==> src/source/rv_pkg.sv <==
package rv_pkg;

	// --------------------------------------------------
	// widths
	// --------------------------------------------------
	parameter int XLEN   = 32;
	parameter int REG_AW = 5;

	// --------------------------------------------------
	// opcodes, subset only
	// --------------------------------------------------
	parameter logic [6:0] OP_REG    = 7'b0110011;
	parameter logic [6:0] OP_IMM    = 7'b0010011;
	parameter logic [6:0] OP_BRANCH = 7'b1100011;
	parameter logic [6:0] OP_JAL    = 7'b1101111;
	parameter logic [6:0] OP_LOAD   = 7'b0000011;
	parameter logic [6:0] OP_STORE  = 7'b0100011;

	// alu funct3
	parameter logic [2:0] F3_ADD  = 3'b000;
	parameter logic [2:0] F3_SLL  = 3'b001;
	parameter logic [2:0] F3_SLT  = 3'b010;
	parameter logic [2:0] F3_SLTU = 3'b011;
	parameter logic [2:0] F3_XOR  = 3'b100;
	parameter logic [2:0] F3_SR   = 3'b101;
	parameter logic [2:0] F3_OR   = 3'b110;
	parameter logic [2:0] F3_AND  = 3'b111;

	// branch funct3
	parameter logic [2:0] F3_BEQ  = 3'b000;
	parameter logic [2:0] F3_BNE  = 3'b001;
	parameter logic [2:0] F3_BLT  = 3'b100;
	parameter logic [2:0] F3_BGE  = 3'b101;
	parameter logic [2:0] F3_BLTU = 3'b110;
	parameter logic [2:0] F3_BGEU = 3'b111;

	// --------------------------------------------------
	// instruction formats, msb first
	// --------------------------------------------------
	typedef struct packed {
		logic [6:0]        funct7;
		logic [REG_AW-1:0] rs2;
		logic [REG_AW-1:0] rs1;
		logic [2:0]        funct3;
		logic [REG_AW-1:0] rd;
		logic [6:0]        opcode;
	} r_fmt_t;

	typedef struct packed {
		logic [11:0]       imm_11_0;
		logic [REG_AW-1:0] rs1;
		logic [2:0]        funct3;
		logic [REG_AW-1:0] rd;
		logic [6:0]        opcode;
	} i_fmt_t;

	typedef struct packed {
		logic [6:0]        imm_11_5;
		logic [REG_AW-1:0] rs2;
		logic [REG_AW-1:0] rs1;
		logic [2:0]        funct3;
		logic [4:0]        imm_4_0;
		logic [6:0]        opcode;
	} s_fmt_t;

	// scrambled immediate, bit 0 implied zero
	typedef struct packed {
		logic              imm_12;
		logic [5:0]        imm_10_5;
		logic [REG_AW-1:0] rs2;
		logic [REG_AW-1:0] rs1;
		logic [2:0]        funct3;
		logic [3:0]        imm_4_1;
		logic              imm_11;
		logic [6:0]        opcode;
	} b_fmt_t;

	typedef struct packed {
		logic              imm_20;
		logic [9:0]        imm_10_1;
		logic              imm_11;
		logic [7:0]        imm_19_12;
		logic [REG_AW-1:0] rd;
		logic [6:0]        opcode;
	} j_fmt_t;

	// one word, read through whichever format the opcode selects
	typedef union packed {
		r_fmt_t r;
		i_fmt_t i;
		s_fmt_t s;
		b_fmt_t b;
		j_fmt_t j;
	} instr_u;

	// multi-cycle sequencer states
	typedef enum logic [2:0] {
		ST_IDLE,
		ST_FETCH,
		ST_LATCH,
		ST_EXEC,
		ST_MEM,
		ST_WB,
		ST_DONE
	} ctrl_state_e;

endpackage

==> src/source/rv_decode.sv <==
`timescale 1ns/10ps

module rv_decode (
	input  rv_pkg::instr_u                instr,
	output logic [rv_pkg::REG_AW-1:0]     rs1_idx,
	output logic [rv_pkg::REG_AW-1:0]     rs2_idx,
	output logic [rv_pkg::REG_AW-1:0]     rd_idx,
	output logic [rv_pkg::XLEN-1:0]       imm
);

	always_comb
	begin
		// register-type layout unless overridden below
		rs1_idx = instr.r.rs1;
		rs2_idx = instr.r.rs2;
		rd_idx  = instr.r.rd;
		imm     = '0;

		case (instr.r.opcode)
			rv_pkg::OP_IMM:
			begin
				rs1_idx = instr.i.rs1;
				rd_idx  = instr.i.rd;
				// shifts only carry shamt, funct7 stays with the alu
				if (instr.i.funct3 == rv_pkg::F3_SLL || instr.i.funct3 == rv_pkg::F3_SR)
					imm = {{(rv_pkg::XLEN-5){1'b0}}, instr.i.imm_11_0[4:0]};
				else
					imm = {{(rv_pkg::XLEN-12){instr.i.imm_11_0[11]}}, instr.i.imm_11_0};
			end

			rv_pkg::OP_LOAD:
			begin
				rs1_idx = instr.i.rs1;
				rd_idx  = instr.i.rd;
				imm     = {{(rv_pkg::XLEN-12){instr.i.imm_11_0[11]}}, instr.i.imm_11_0};
			end

			rv_pkg::OP_STORE:
			begin
				rs1_idx = instr.s.rs1;
				rs2_idx = instr.s.rs2;
				// imm bits sit where rd would be
				rd_idx  = '0;
				imm     = {{(rv_pkg::XLEN-12){instr.s.imm_11_5[6]}},
					instr.s.imm_11_5, instr.s.imm_4_0};
			end

			rv_pkg::OP_BRANCH:
			begin
				rs1_idx = instr.b.rs1;
				rs2_idx = instr.b.rs2;
				rd_idx  = '0;
				imm     = {{(rv_pkg::XLEN-13){instr.b.imm_12}}, instr.b.imm_12,
					instr.b.imm_11, instr.b.imm_10_5, instr.b.imm_4_1, 1'b0};
			end

			rv_pkg::OP_JAL:
			begin
				rd_idx = instr.j.rd;
				imm    = {{(rv_pkg::XLEN-21){instr.j.imm_20}}, instr.j.imm_20,
					instr.j.imm_19_12, instr.j.imm_11, instr.j.imm_10_1, 1'b0};
			end

			// register ops and anything unknown need no immediate
			default:
				imm = '0;
		endcase
	end

endmodule

==> src/source/rv_regfile.sv <==
`timescale 1ns/10ps

module rv_regfile (
	input  logic                        clk,
	input  logic                        rst,
	input  logic [rv_pkg::REG_AW-1:0]   rs1_idx,
	input  logic [rv_pkg::REG_AW-1:0]   rs2_idx,
	input  logic [rv_pkg::REG_AW-1:0]   rd_idx,
	input  logic                        we,
	input  logic [rv_pkg::XLEN-1:0]     wdata,
	output logic [rv_pkg::XLEN-1:0]     rs1_val,
	output logic [rv_pkg::XLEN-1:0]     rs2_val
);

	localparam int NREGS = 2**rv_pkg::REG_AW;

	// x0 included, never written after reset
	logic [rv_pkg::XLEN-1:0] regs [NREGS];

	always_ff @(posedge clk or negedge rst)
	begin
		if (!rst)
		begin
			for (int k = 0; k < NREGS; k++)
				regs[k] <= '0;
		end
		else if (we && rd_idx != '0)
		begin
			regs[rd_idx] <= wdata;
		end
	end

	// combinational read ports
	assign rs1_val = regs[rs1_idx];
	assign rs2_val = regs[rs2_idx];

	// --------------------------------------------------
	// checks
	// --------------------------------------------------
	// zero register holds zero across every write cycle
	a_x0_zero: assert property (
		@(posedge clk) disable iff (!rst)
		regs[0] == '0
	);

endmodule

==> src/source/rv_alu.sv <==
`timescale 1ns/10ps

module rv_alu (
	input  rv_pkg::instr_u              instr,
	input  logic [rv_pkg::XLEN-1:0]     rs1_val,
	input  logic [rv_pkg::XLEN-1:0]     rs2_val,
	input  logic [rv_pkg::XLEN-1:0]     imm,
	output logic [rv_pkg::XLEN-1:0]     result,
	output logic                        branch_taken
);

	logic [rv_pkg::XLEN-1:0]         op_b;
	logic [$clog2(rv_pkg::XLEN)-1:0] shamt;
	logic                            alt;
	logic                            is_reg;
	logic signed [rv_pkg::XLEN-1:0]  sra_val;
	logic                            lt_s;
	logic                            lt_u;

	// second operand, imm for i-type, rs2 for reg ops and branches
	assign is_reg = (instr.r.opcode == rv_pkg::OP_REG);
	assign op_b   = (instr.r.opcode == rv_pkg::OP_IMM) ? imm : rs2_val;
	assign shamt  = op_b[$clog2(rv_pkg::XLEN)-1:0];

	// funct7 bit 5 selects sub and arithmetic shift
	assign alt = instr.r.funct7[5];

	// kept apart so the shift stays signed
	assign sra_val = $signed(rs1_val) >>> shamt;

	// compares shared by slt/sltu and the branches
	assign lt_s = $signed(rs1_val) < $signed(op_b);
	assign lt_u = rs1_val < op_b;

	// --------------------------------------------------
	// result
	// --------------------------------------------------
	always_comb
	begin
		case (instr.r.funct3)
			// addi never subtracts, its bit 30 is immediate
			rv_pkg::F3_ADD:  result = (alt && is_reg) ? rs1_val - op_b : rs1_val + op_b;
			rv_pkg::F3_SLL:  result = rs1_val << shamt;
			rv_pkg::F3_SLT:  result = {{(rv_pkg::XLEN-1){1'b0}}, lt_s};
			rv_pkg::F3_SLTU: result = {{(rv_pkg::XLEN-1){1'b0}}, lt_u};
			rv_pkg::F3_XOR:  result = rs1_val ^ op_b;
			// srai keeps funct7 in the upper imm bits too
			rv_pkg::F3_SR:   result = alt ? $unsigned(sra_val) : rs1_val >> shamt;
			rv_pkg::F3_OR:   result = rs1_val | op_b;
			rv_pkg::F3_AND:  result = rs1_val & op_b;
			default:         result = rs1_val + op_b;
		endcase
	end

	// --------------------------------------------------
	// branch decision
	// --------------------------------------------------
	always_comb
	begin
		branch_taken = 1'b0;
		if (instr.b.opcode == rv_pkg::OP_BRANCH)
		begin
			case (instr.b.funct3)
				rv_pkg::F3_BEQ:  branch_taken = (rs1_val == rs2_val);
				rv_pkg::F3_BNE:  branch_taken = (rs1_val != rs2_val);
				rv_pkg::F3_BLT:  branch_taken = lt_s;
				rv_pkg::F3_BGE:  branch_taken = !lt_s;
				rv_pkg::F3_BLTU: branch_taken = lt_u;
				rv_pkg::F3_BGEU: branch_taken = !lt_u;
				// 010/011 are not branches
				default:         branch_taken = 1'b0;
			endcase
		end
	end

endmodule

==> src/source/rv_control.sv <==
`timescale 1ns/10ps

module rv_control #(
	parameter int ADDR_W = 8
) (
	input  logic                        clk,
	input  logic                        rst,
	input  logic                        start,
	output rv_pkg::instr_u              instr,
	input  logic [rv_pkg::XLEN-1:0]     imm,
	input  logic [rv_pkg::XLEN-1:0]     rs1_val,
	input  logic [rv_pkg::XLEN-1:0]     rs2_val,
	input  logic [rv_pkg::XLEN-1:0]     alu_result,
	input  logic                        branch_taken,
	output logic                        rf_we,
	output logic [rv_pkg::XLEN-1:0]     rd_wdata,
	output logic [ADDR_W-1:0]           imem_addr,
	input  logic [rv_pkg::XLEN-1:0]     imem_rdata,
	output logic [ADDR_W-1:0]           dmem_addr,
	output logic [rv_pkg::XLEN-1:0]     dmem_wdata,
	output logic                        dmem_we,
	input  logic [rv_pkg::XLEN-1:0]     dmem_rdata,
	output logic                        done
);

	rv_pkg::ctrl_state_e     state;
	rv_pkg::ctrl_state_e     state_nxt;
	logic [ADDR_W-1:0]       pc;
	logic [ADDR_W-1:0]       pc_seq;
	logic [ADDR_W-1:0]       pc_target;
	rv_pkg::instr_u          ir;
	logic [6:0]              opcode;
	logic [rv_pkg::XLEN-1:0] link_val;
	logic [rv_pkg::XLEN-1:0] wb_val;
	logic                    writes_rd;

	assign instr  = ir;
	assign opcode = ir.r.opcode;

	// word addressed pc with offsets added as-is
	assign pc_seq    = pc + 1'b1;
	assign pc_target = pc + imm[ADDR_W-1:0];
	assign link_val  = {{(rv_pkg::XLEN-ADDR_W){1'b0}}, pc_seq};

	// --------------------------------------------------
	// next state
	// --------------------------------------------------
	always_comb
	begin
		state_nxt = state;
		case (state)
			rv_pkg::ST_IDLE:
				if (start)
					state_nxt = rv_pkg::ST_FETCH;
			rv_pkg::ST_FETCH:
				state_nxt = rv_pkg::ST_LATCH;
			// all-zero word halts the core
			rv_pkg::ST_LATCH:
				if (imem_rdata == '0)
					state_nxt = rv_pkg::ST_DONE;
				else
					state_nxt = rv_pkg::ST_EXEC;
			rv_pkg::ST_EXEC:
				if (opcode == rv_pkg::OP_LOAD)
					state_nxt = rv_pkg::ST_MEM;
				else
					state_nxt = rv_pkg::ST_WB;
			rv_pkg::ST_MEM:
				state_nxt = rv_pkg::ST_WB;
			rv_pkg::ST_WB:
				state_nxt = rv_pkg::ST_FETCH;
			// stays here until reset
			rv_pkg::ST_DONE:
				state_nxt = rv_pkg::ST_DONE;
			default:
				state_nxt = rv_pkg::ST_IDLE;
		endcase
	end

	// --------------------------------------------------
	// state and pc
	// --------------------------------------------------
	always_ff @(posedge clk or negedge rst)
	begin
		if (!rst)
		begin
			state <= rv_pkg::ST_IDLE;
			pc    <= '0;
		end
		else
		begin
			state <= state_nxt;
			// branch and jal resolve in execute
			if (state == rv_pkg::ST_EXEC)
			begin
				if (opcode == rv_pkg::OP_BRANCH)
					pc <= branch_taken ? pc_target : pc_seq;
				else if (opcode == rv_pkg::OP_JAL)
					pc <= pc_target;
			end
			// everything else steps in writeback
			else if (state == rv_pkg::ST_WB)
			begin
				if (opcode != rv_pkg::OP_BRANCH && opcode != rv_pkg::OP_JAL)
					pc <= pc_seq;
			end
		end
	end

	// instruction register and writeback value
	always_ff @(posedge clk)
	begin
		if (state == rv_pkg::ST_LATCH)
			ir <= imem_rdata;
		if (state == rv_pkg::ST_EXEC)
			wb_val <= (opcode == rv_pkg::OP_JAL) ? link_val : alu_result;
		// load data replaces the address sum
		if (state == rv_pkg::ST_MEM)
			wb_val <= dmem_rdata;
	end

	// --------------------------------------------------
	// outputs
	// --------------------------------------------------
	// imem reads one cycle after fetch presents pc
	assign imem_addr = pc;

	// held through execute and memory
	assign dmem_addr  = rs1_val[ADDR_W-1:0] + imm[ADDR_W-1:0];
	assign dmem_wdata = rs2_val;
	assign dmem_we    = (state == rv_pkg::ST_EXEC) && (opcode == rv_pkg::OP_STORE);

	// only result-producing opcodes write rd
	assign writes_rd = opcode inside {rv_pkg::OP_REG, rv_pkg::OP_IMM,
		rv_pkg::OP_JAL, rv_pkg::OP_LOAD};
	assign rf_we    = (state == rv_pkg::ST_WB) && writes_rd;
	assign rd_wdata = wb_val;

	assign done = (state == rv_pkg::ST_DONE);

	// --------------------------------------------------
	// checks
	// --------------------------------------------------
	// store strobe sits in the execute slot right after the latch
	a_we_in_exec: assert property (
		@(posedge clk) disable iff (!rst)
		dmem_we |-> $past(state) == rv_pkg::ST_LATCH
	);

	// store strobe never stretches into a second cycle
	a_we_single: assert property (
		@(posedge clk) disable iff (!rst)
		dmem_we |=> !dmem_we
	);

	a_state_legal: assert property (
		@(posedge clk) disable iff (!rst)
		state inside {rv_pkg::ST_IDLE, rv_pkg::ST_FETCH, rv_pkg::ST_LATCH,
			rv_pkg::ST_EXEC, rv_pkg::ST_MEM, rv_pkg::ST_WB, rv_pkg::ST_DONE}
	);

endmodule

==> src/source/rv_core.sv <==
`timescale 1ns/10ps

module rv_core #(
	parameter int ADDR_W = 8
) (
	input  logic                        clk,
	input  logic                        rst,
	input  logic                        start,
	output logic [ADDR_W-1:0]           imem_addr,
	input  logic [rv_pkg::XLEN-1:0]     imem_rdata,
	output logic [ADDR_W-1:0]           dmem_addr,
	output logic [rv_pkg::XLEN-1:0]     dmem_wdata,
	output logic                        dmem_we,
	input  logic [rv_pkg::XLEN-1:0]     dmem_rdata,
	output logic                        done
);

	rv_pkg::instr_u                instr;
	logic [rv_pkg::REG_AW-1:0]     rs1_idx;
	logic [rv_pkg::REG_AW-1:0]     rs2_idx;
	logic [rv_pkg::REG_AW-1:0]     rd_idx;
	logic [rv_pkg::XLEN-1:0]       imm;
	logic [rv_pkg::XLEN-1:0]       rs1_val;
	logic [rv_pkg::XLEN-1:0]       rs2_val;
	logic [rv_pkg::XLEN-1:0]       alu_result;
	logic [rv_pkg::XLEN-1:0]       rd_wdata;
	logic                          branch_taken;
	logic                          rf_we;

	// sequencer, pc and memory strobes
	rv_control #(
		.ADDR_W (ADDR_W)
	) u_control (
		.clk          (clk),
		.rst          (rst),
		.start        (start),
		.instr        (instr),
		.imm          (imm),
		.rs1_val      (rs1_val),
		.rs2_val      (rs2_val),
		.alu_result   (alu_result),
		.branch_taken (branch_taken),
		.rf_we        (rf_we),
		.rd_wdata     (rd_wdata),
		.imem_addr    (imem_addr),
		.imem_rdata   (imem_rdata),
		.dmem_addr    (dmem_addr),
		.dmem_wdata   (dmem_wdata),
		.dmem_we      (dmem_we),
		.dmem_rdata   (dmem_rdata),
		.done         (done)
	);

	rv_decode u_decode (
		.instr   (instr),
		.rs1_idx (rs1_idx),
		.rs2_idx (rs2_idx),
		.rd_idx  (rd_idx),
		.imm     (imm)
	);

	rv_regfile u_regfile (
		.clk     (clk),
		.rst     (rst),
		.rs1_idx (rs1_idx),
		.rs2_idx (rs2_idx),
		.rd_idx  (rd_idx),
		.we      (rf_we),
		.wdata   (rd_wdata),
		.rs1_val (rs1_val),
		.rs2_val (rs2_val)
	);

	rv_alu u_alu (
		.instr        (instr),
		.rs1_val      (rs1_val),
		.rs2_val      (rs2_val),
		.imm          (imm),
		.result       (alu_result),
		.branch_taken (branch_taken)
	);

endmodule

==> config.mk <==
export PLATFORM = sky130hd
export DESIGN_NAME = rv_core
export DESIGN_NICKNAME = d
export VERILOG_FILES = /design/src/source/rv_pkg.sv /design/src/source/rv_decode.sv /design/src/source/rv_regfile.sv /design/src/source/rv_alu.sv /design/src/source/rv_control.sv /design/src/source/rv_core.sv
export SDC_FILE = /design/constraint.sdc
export NUM_CORES = 2
export LEC_CHECK = 0
export CAP_MARGIN = 0
export CORE_MARGIN = 2
export CORE_UTILIZATION = 40
export DETAILED_ROUTE_END_ITERATION = 6
export DONT_BUFFER_PORTS = 1
export MAX_ROUTING_LAYER = met4
export SYNTH_ARGS = -nofsm -noshare
export SYNTH_HDL_FRONTEND = slang
export SYNTH_SLANG_ARGS = --single-unit
export TNS_END_PERCENT = 20
==> constraint.sdc <==
create_clock -name clk -period 6.54 [get_ports clk]
set_input_delay 1.308 -clock clk [delete_from_list [all_inputs] [get_ports clk]]
set_output_delay 1.308 -clock clk [all_outputs]
set_load 0.1 [all_outputs]
### Word-level counts from Yosys, hierarchy flattened

Index checks and enable logic that the tools add are counted.

* $lt $le $gt $ge: 6
* bitwise gates (word level): 6
* equal/unequal tests: 25
* shift-type cells: 3
* reduce and logical (&&, ||, !) cells: 19
* mux-type cells: 31
* add/subtract/negate cells: 5

Operators by type and width (number)
* $bwmux 1024: 1
* $mux 32: 12
* $bmux 32 s5: 2
* $pmux 32 s8: 1
* $demux 32 s5: 1
* $pmux 32 s5: 1
* $lt 32x32->1: 2
* $mux 8: 6
* $add 32x32->32: 1
* $and 32x32->32: 1
* $eq 32x32->1: 1
* $logic_not 32->1: 1
* $ne 32x32->1: 1
* $or 32x32->32: 1
* $shl 32x5->32: 1
* $shr 32x5->32: 1
* $sshr 32x5->32: 1
* $sub 32x32->32: 1
* $xor 32x32->32: 1
* $eq 3x3->1 const B: 7
* $pmux 3 s7: 1
* $ge 6x6->1 const B: 3
* $not 5->6: 3
* $add 8x8->8: 2
* other kinds (24): 42

* output and inout bits: 50
* flip-flop bits (word level): 1099
* bits of input ports: 67

### Longest topological paths before layout

* depth after elaboration: 12
* depth in mapped cells: 28
* depth with buffers taken out: 21

### Modules after synthesis

From an unflattened synthesis, not the netlist that was laid out.

* cell total of the unflattened synthesis: 6474
* area, all modules: 69660.6 um^2

By module, submodules not included
* rv_regfile: instances 1, area an instance 55399.4 um^2, cells each 4609
* rv_alu: instances 1, area an instance 9704.3 um^2, cells each 1440
* rv_control: instances 1, area an instance 3958.8 um^2, cells each 331
* rv_decode: instances 1, area an instance 598.1 um^2, cells each 94

### Worst setup path before layout

Ideal clock, no wire load.

* kind: flip-flop to flip-flop
* start point: register u_control.ir (netlist bit u_control.instr[21])
* end point: register u_control.wb_val (netlist bit u_control.rd_wdata[29]), data pin
* cell stages (with the launch flop): 24
* arrival time: 6.631 ns
* data required time: 6.283 ns
* slack: -0.348 ns
* path buffers: 8
* path through: edfxtp_1 buf_4 buf_4 buf_2 buf_1 mux4_2 a22oi_1 nand2_1 nand3b_1 mux2i_1 buf_4 buf_2 buf_2 buf_2 ha_1 or3_1 a311oi_1 o32ai_1 o311ai_0 nand4_1 a21bo_2 xnor2_1 nand2_1 a32o_1

* word-level cells in the longest chain between the ends: 11
* elaborated cells on any way between the ends: 21
* those cells by class: 2 x add/sub; 3 x shift; 12 x mux; 4 x bitwise

RTL lines
* start, declared: line rv_control.sv:31 `rv_pkg::instr_u ir;`
* start signal, assigned: line rv_control.sv:114 `ir <= imem_rdata;`
* $not 5->6 (not written as such) *: line rv_regfile.sv:35 `assign rs2_val = regs[rs2_idx];`
* $bmux 32 s5 *: line rv_regfile.sv:35
* $mux 32 (not written as such) * (2 in a row): line rv_regfile.sv:35
* named net dmem_wdata (one bit): line rv_core.sv:12 `output logic [rv_pkg::XLEN-1:0] dmem_wdata,`
* $mux 32 *: line rv_alu.sv:22 `assign op_b = (instr.r.opcode == rv_pkg::OP_IMM) ? imm : rs2_val;`
* $add 32x32->32 (tied with other cells): line rv_alu.sv:42 `rv_pkg::F3_ADD: result = (alt && is_reg) ? rs1_val - op_b : rs1_val + op_b;`
* $mux 32, on equally long branches: line rv_alu.sv:42, rv_alu.sv:48
* $pmux 32 s8 *: line rv_alu.sv:40 `case (instr.r.funct3)`
* $mux 32 *: line rv_control.sv:116 `wb_val <= (opcode == rv_pkg::OP_JAL) ? link_val : alu_result;`
* $mux 32 *: line rv_control.sv:115 `if (state == rv_pkg::ST_EXEC)`
* $mux 32 *: line rv_control.sv:118 `if (state == rv_pkg::ST_MEM)`
* end signal, assigned: line rv_control.sv:116
* end signal, assigned: line rv_control.sv:119 `wb_val <= dmem_rdata;`
* end, declared: line rv_control.sv:34 `logic [rv_pkg::XLEN-1:0] wb_val;`

Mark *: on every way through the listed nets, which the timed path passes. The rest lies on a longest branch. The select of a mux whose other input is x is not followed.
A chain may end at the register's enable or synchronous reset.

### Worst setup path after layout

* start point: register u_control.ir (netlist bit u_control.instr[17])
* end point: output port dmem_addr[7]

* word-level cells in the longest chain between the ends: 5

RTL lines
* $not 5->6 (not written as such): line rv_regfile.sv:34 `assign rs1_val = regs[rs1_idx];`
* $bmux 32 s5: line rv_regfile.sv:34
* $mux 32 (not written as such) (2 in a row): line rv_regfile.sv:34
* $add 8x8->8: line rv_control.sv:129 `assign dmem_addr = rs1_val[ADDR_W-1:0] + imm[ADDR_W-1:0];`
* end, declared: line rv_core.sv:11 `output logic [ADDR_W-1:0] dmem_addr,`

No other way between the ends. The select of a mux whose other input is x is not followed.

==> impl_metrics.env <==
export IMPL_hold_start="u_regfile.regs[1014]"
export IMPL_row_count=150
export IMPL_ys_ff_latch=1099
export IMPL_cts_buffers=120
export IMPL_placed_cells=7538
export IMPL_leakagePower_nw=34.7
export IMPL_report_final_setup_viol=0
export IMPL_grt_pass1_vias=50000
export IMPL_synth_top_cell_area_share=0.387
export IMPL_start_util=0.401
export IMPL_io_pins=117
export IMPL_worst_r2r_startpoint="u_control.instr[20]"
export IMPL_drt_iter0_drc=5948
export IMPL_grt_antenna_before_repair=4
export IMPL_final_setup_worst_slack_ns=0.192
export IMPL_clkSinkCount=1099
export IMPL_dieHeight_um=413
export IMPL_path_max_fanout=14
export IMPL_stdcell_area_um2=75500
export IMPL_rr_worst_depth=23
export IMPL_crit_type="reg2out"
export IMPL_netlist_top_cells_count="dfrtp_1, mux2_2, mux2i_1"
export IMPL_min_path_type="reg2reg"
export IMPL_cp_start_kind="register"
export IMPL_synth_most_common_cell="dfrtp_1"
export IMPL_clk_pin_slew_ns=0.07
export IMPL_synth_avg_cell_area_um2=12.1
export IMPL_whs_ns=0.397
export IMPL_placed_cell_area_um2=71100
export IMPL_final_nets=5637
export IMPL_clock_fmax_mhz=158
export IMPL_min_period_over_period=0.971
export IMPL_ctsRootBufferMaster="clkbuf_16"
export IMPL_synthTopCellsByArea="dfrtp_1, mux2_2, mux4_2"
export IMPL_holdBufCountCts=0
export IMPL_drv_cap=0
export IMPL_r2r_slack_ns=0.27
export IMPL_wire_per_inst_um=33.7
export IMPL_synth_async_reset_ratio=0.942
export IMPL_p_total_mw=25.2
export IMPL_status="complete, no violations"
export IMPL_die_w_um=413
export IMPL_synth_top_area_cell="dfrtp_1"
export IMPL_die_area_um2=170000
export IMPL_post_route_util=0.453
export IMPL_r2r_end="u_control.rd_wdata[24]"
export IMPL_syn_num_nets=5681
export IMPL_worstHoldPathCells=0
export IMPL_finalClockSkew_ns=0.0622
export IMPL_hold_viol_final=0
export IMPL_place_congestion=1.03
export IMPL_dp_hpwl_mm=176
export IMPL_synth_flop_cell="dfrtp_1"
export IMPL_drt_pass1_iter_count=5
export IMPL_timing_slew_headroom=0.131
export IMPL_portBuffers=0
export IMPL_seq_area_frac_synth=0.416
export IMPL_num_vias=50600
export IMPL_synth_cell_types=82
export IMPL_layout_drive_gt1_share=0.375
export IMPL_mappedNetlistArea_um2=66900
export IMPL_cp_required_ns=5.23
export IMPL_clk_latency_ns=0.80
export IMPL_cts_tree="yes"
export IMPL_area_growth_synth_to_final_pct=12.9
export IMPL_antenna_left=0
export IMPL_end_kind="primary output"
export IMPL_post_place_ws_ns=0.0537
export IMPL_htreeDepth=3
export IMPL_cts_buffer_depth=3
export IMPL_drc_errors=0
export IMPL_layout_min_cycle_time_ns=6.35
export IMPL_vdd_drop_max_uv=246
export IMPL_ys_warn_count=0
export IMPL_hold_path_endpoint="u_regfile.regs[1014]"
export IMPL_grt_overflow_total=0
export IMPL_viasPerCell=6.51
export IMPL_power_per_cell_area_nw_per_um2=334
export IMPL_arrival_ns=5.04
export IMPL_fin_cells=7774
export IMPL_slew_viol_final=0
export IMPL_grt_pass1_wl_mm=375
export IMPL_grt_max_degree=159
export IMPL_grtUsageTotal=0.313
export IMPL_routed_wl_mm=262
export IMPL_worst_slew_pin_slew_ns=1.30
export IMPL_finalSetupTns_ns=0
export IMPL_core_area_um2=167000
export IMPL_synth_edf_count=64
export IMPL_netlist_instances=5505
## layout by cell type (no fill, tap or decap), drive strengths merged, types with 146 or more instances in the layout
| master | n |
|---|---|
| buf | 382 |
| inv | 146 |
| dfrtp | 1035 |
| o21ai | 174 |
| a21oi | 214 |
| mux2i | 405 |
| mux4 | 388 |
| nor2 | 233 |
| mux2 | 1005 |
| nand2 | 230 |
| clkbuf | 183 |
| a22oi | 208 |
## logic make-up (layout without fill, tap and decap cells)
group | Yosys count | after routing | share of synthesized area
XOR/XNOR | 86 | 86 | 0.0113
AO/OA/AOI/OAI | 941 | 941 | 0.0947
buffers and inverters | 692 | 752 | 0.0427
other | 0 | 5 | 0
adder cells (fa/ha/maj) | 112 | 112 | 0.0210
multiplexers | 1798 | 1798 | 0.361
flip-flops | 1099 | 1099 | 0.416
AND/OR/NAND/NOR | 777 | 777 | 0.0538
## worst max path at each step
| stage | startpoint | endpoint | slack (ns) | cells past startpoint |
|---|---|---|---|---|
| 4_1_cts | u_control.instr[15] | dmem_addr[7] | 0.08 | 18 |
| 5_1_grt | u_control.instr[20] | u_control.rd_wdata[24] | -0.006 | 25 |
| 6_report | u_control.instr[17] | dmem_addr[7] | 0.19 | 17 |
| 2_1_floorplan | u_control.instr[21] | u_control.imem_addr[4] | -0.01 | 23 |
| 3_5_place_dp | u_control.instr[17] | u_control.rd_wdata[28] | 0.05 | 22 |
| 3_3_place_gp | u_control.instr[17] | u_control.rd_wdata[28] | 0.14 | 22 |
## layout make-up
type,count,area [µm²]
Inverter,143,541
Multi-Input combinational cell,3714,36700
Clock inverter,44,557
Tap cell,2204,2760
Clock buffer,182,3700
Sequential cell,1099,27800
Timing Repair Buffer,383,3410
Antenna cell,5,12.5
Fill cell,15200,91200
## power breakdown
group	switching [mW]	internal, mW	total (mW)
Sequential	0.883	7.18	8.06
Clock	3.06	4.23	7.28
Combinational	6.70	3.15	9.86
## critical path, stage by stage, from the launching register on
cell	delay [ns]
edfxtp_1	0.52
buf_4	0.23
and3_2	0.45
a22oi_1	0.28
nand2_1	0.07
nor3_1	0.24
buf_4	0.23
inv_1	0.07
buf_4	0.16
ha_1	0.21
maj3_1	0.35
a21oi_1	0.31
o21bai_1	0.10
a21oi_1	0.29
o21bai_1	0.11
a21oi_1	0.25
xnor2_2	0.17
buf_12	0.20
## state kept, by name, summed over array words and instances, names as in the netlist
register / flops
u_control.rd_wdata: 32
u_regfile.regs: 1024
u_control.state: 3
u_control.imem_addr: 8
u_control.instr: 32
## metal layers
layer,vias to the layer above,global-route usage,routed length [µm]
li1,20700,-,-
met1,26700,0.407,106000
met2,2636,0.470,119000
met3,633,0.0606,21800
met4,0,0.154,14700
met5,-,-,0
## timing repair
| item | CTS | global route |
|---|---|---|
| endpoints found under the setup margin | 1 | 11 |
| pin swaps | 0 | 0 |
| buffers inserted | 5 | 0 |
| resized for setup | 0 | 10 |
No activity file was read; power rests on OpenSTA's default activity.
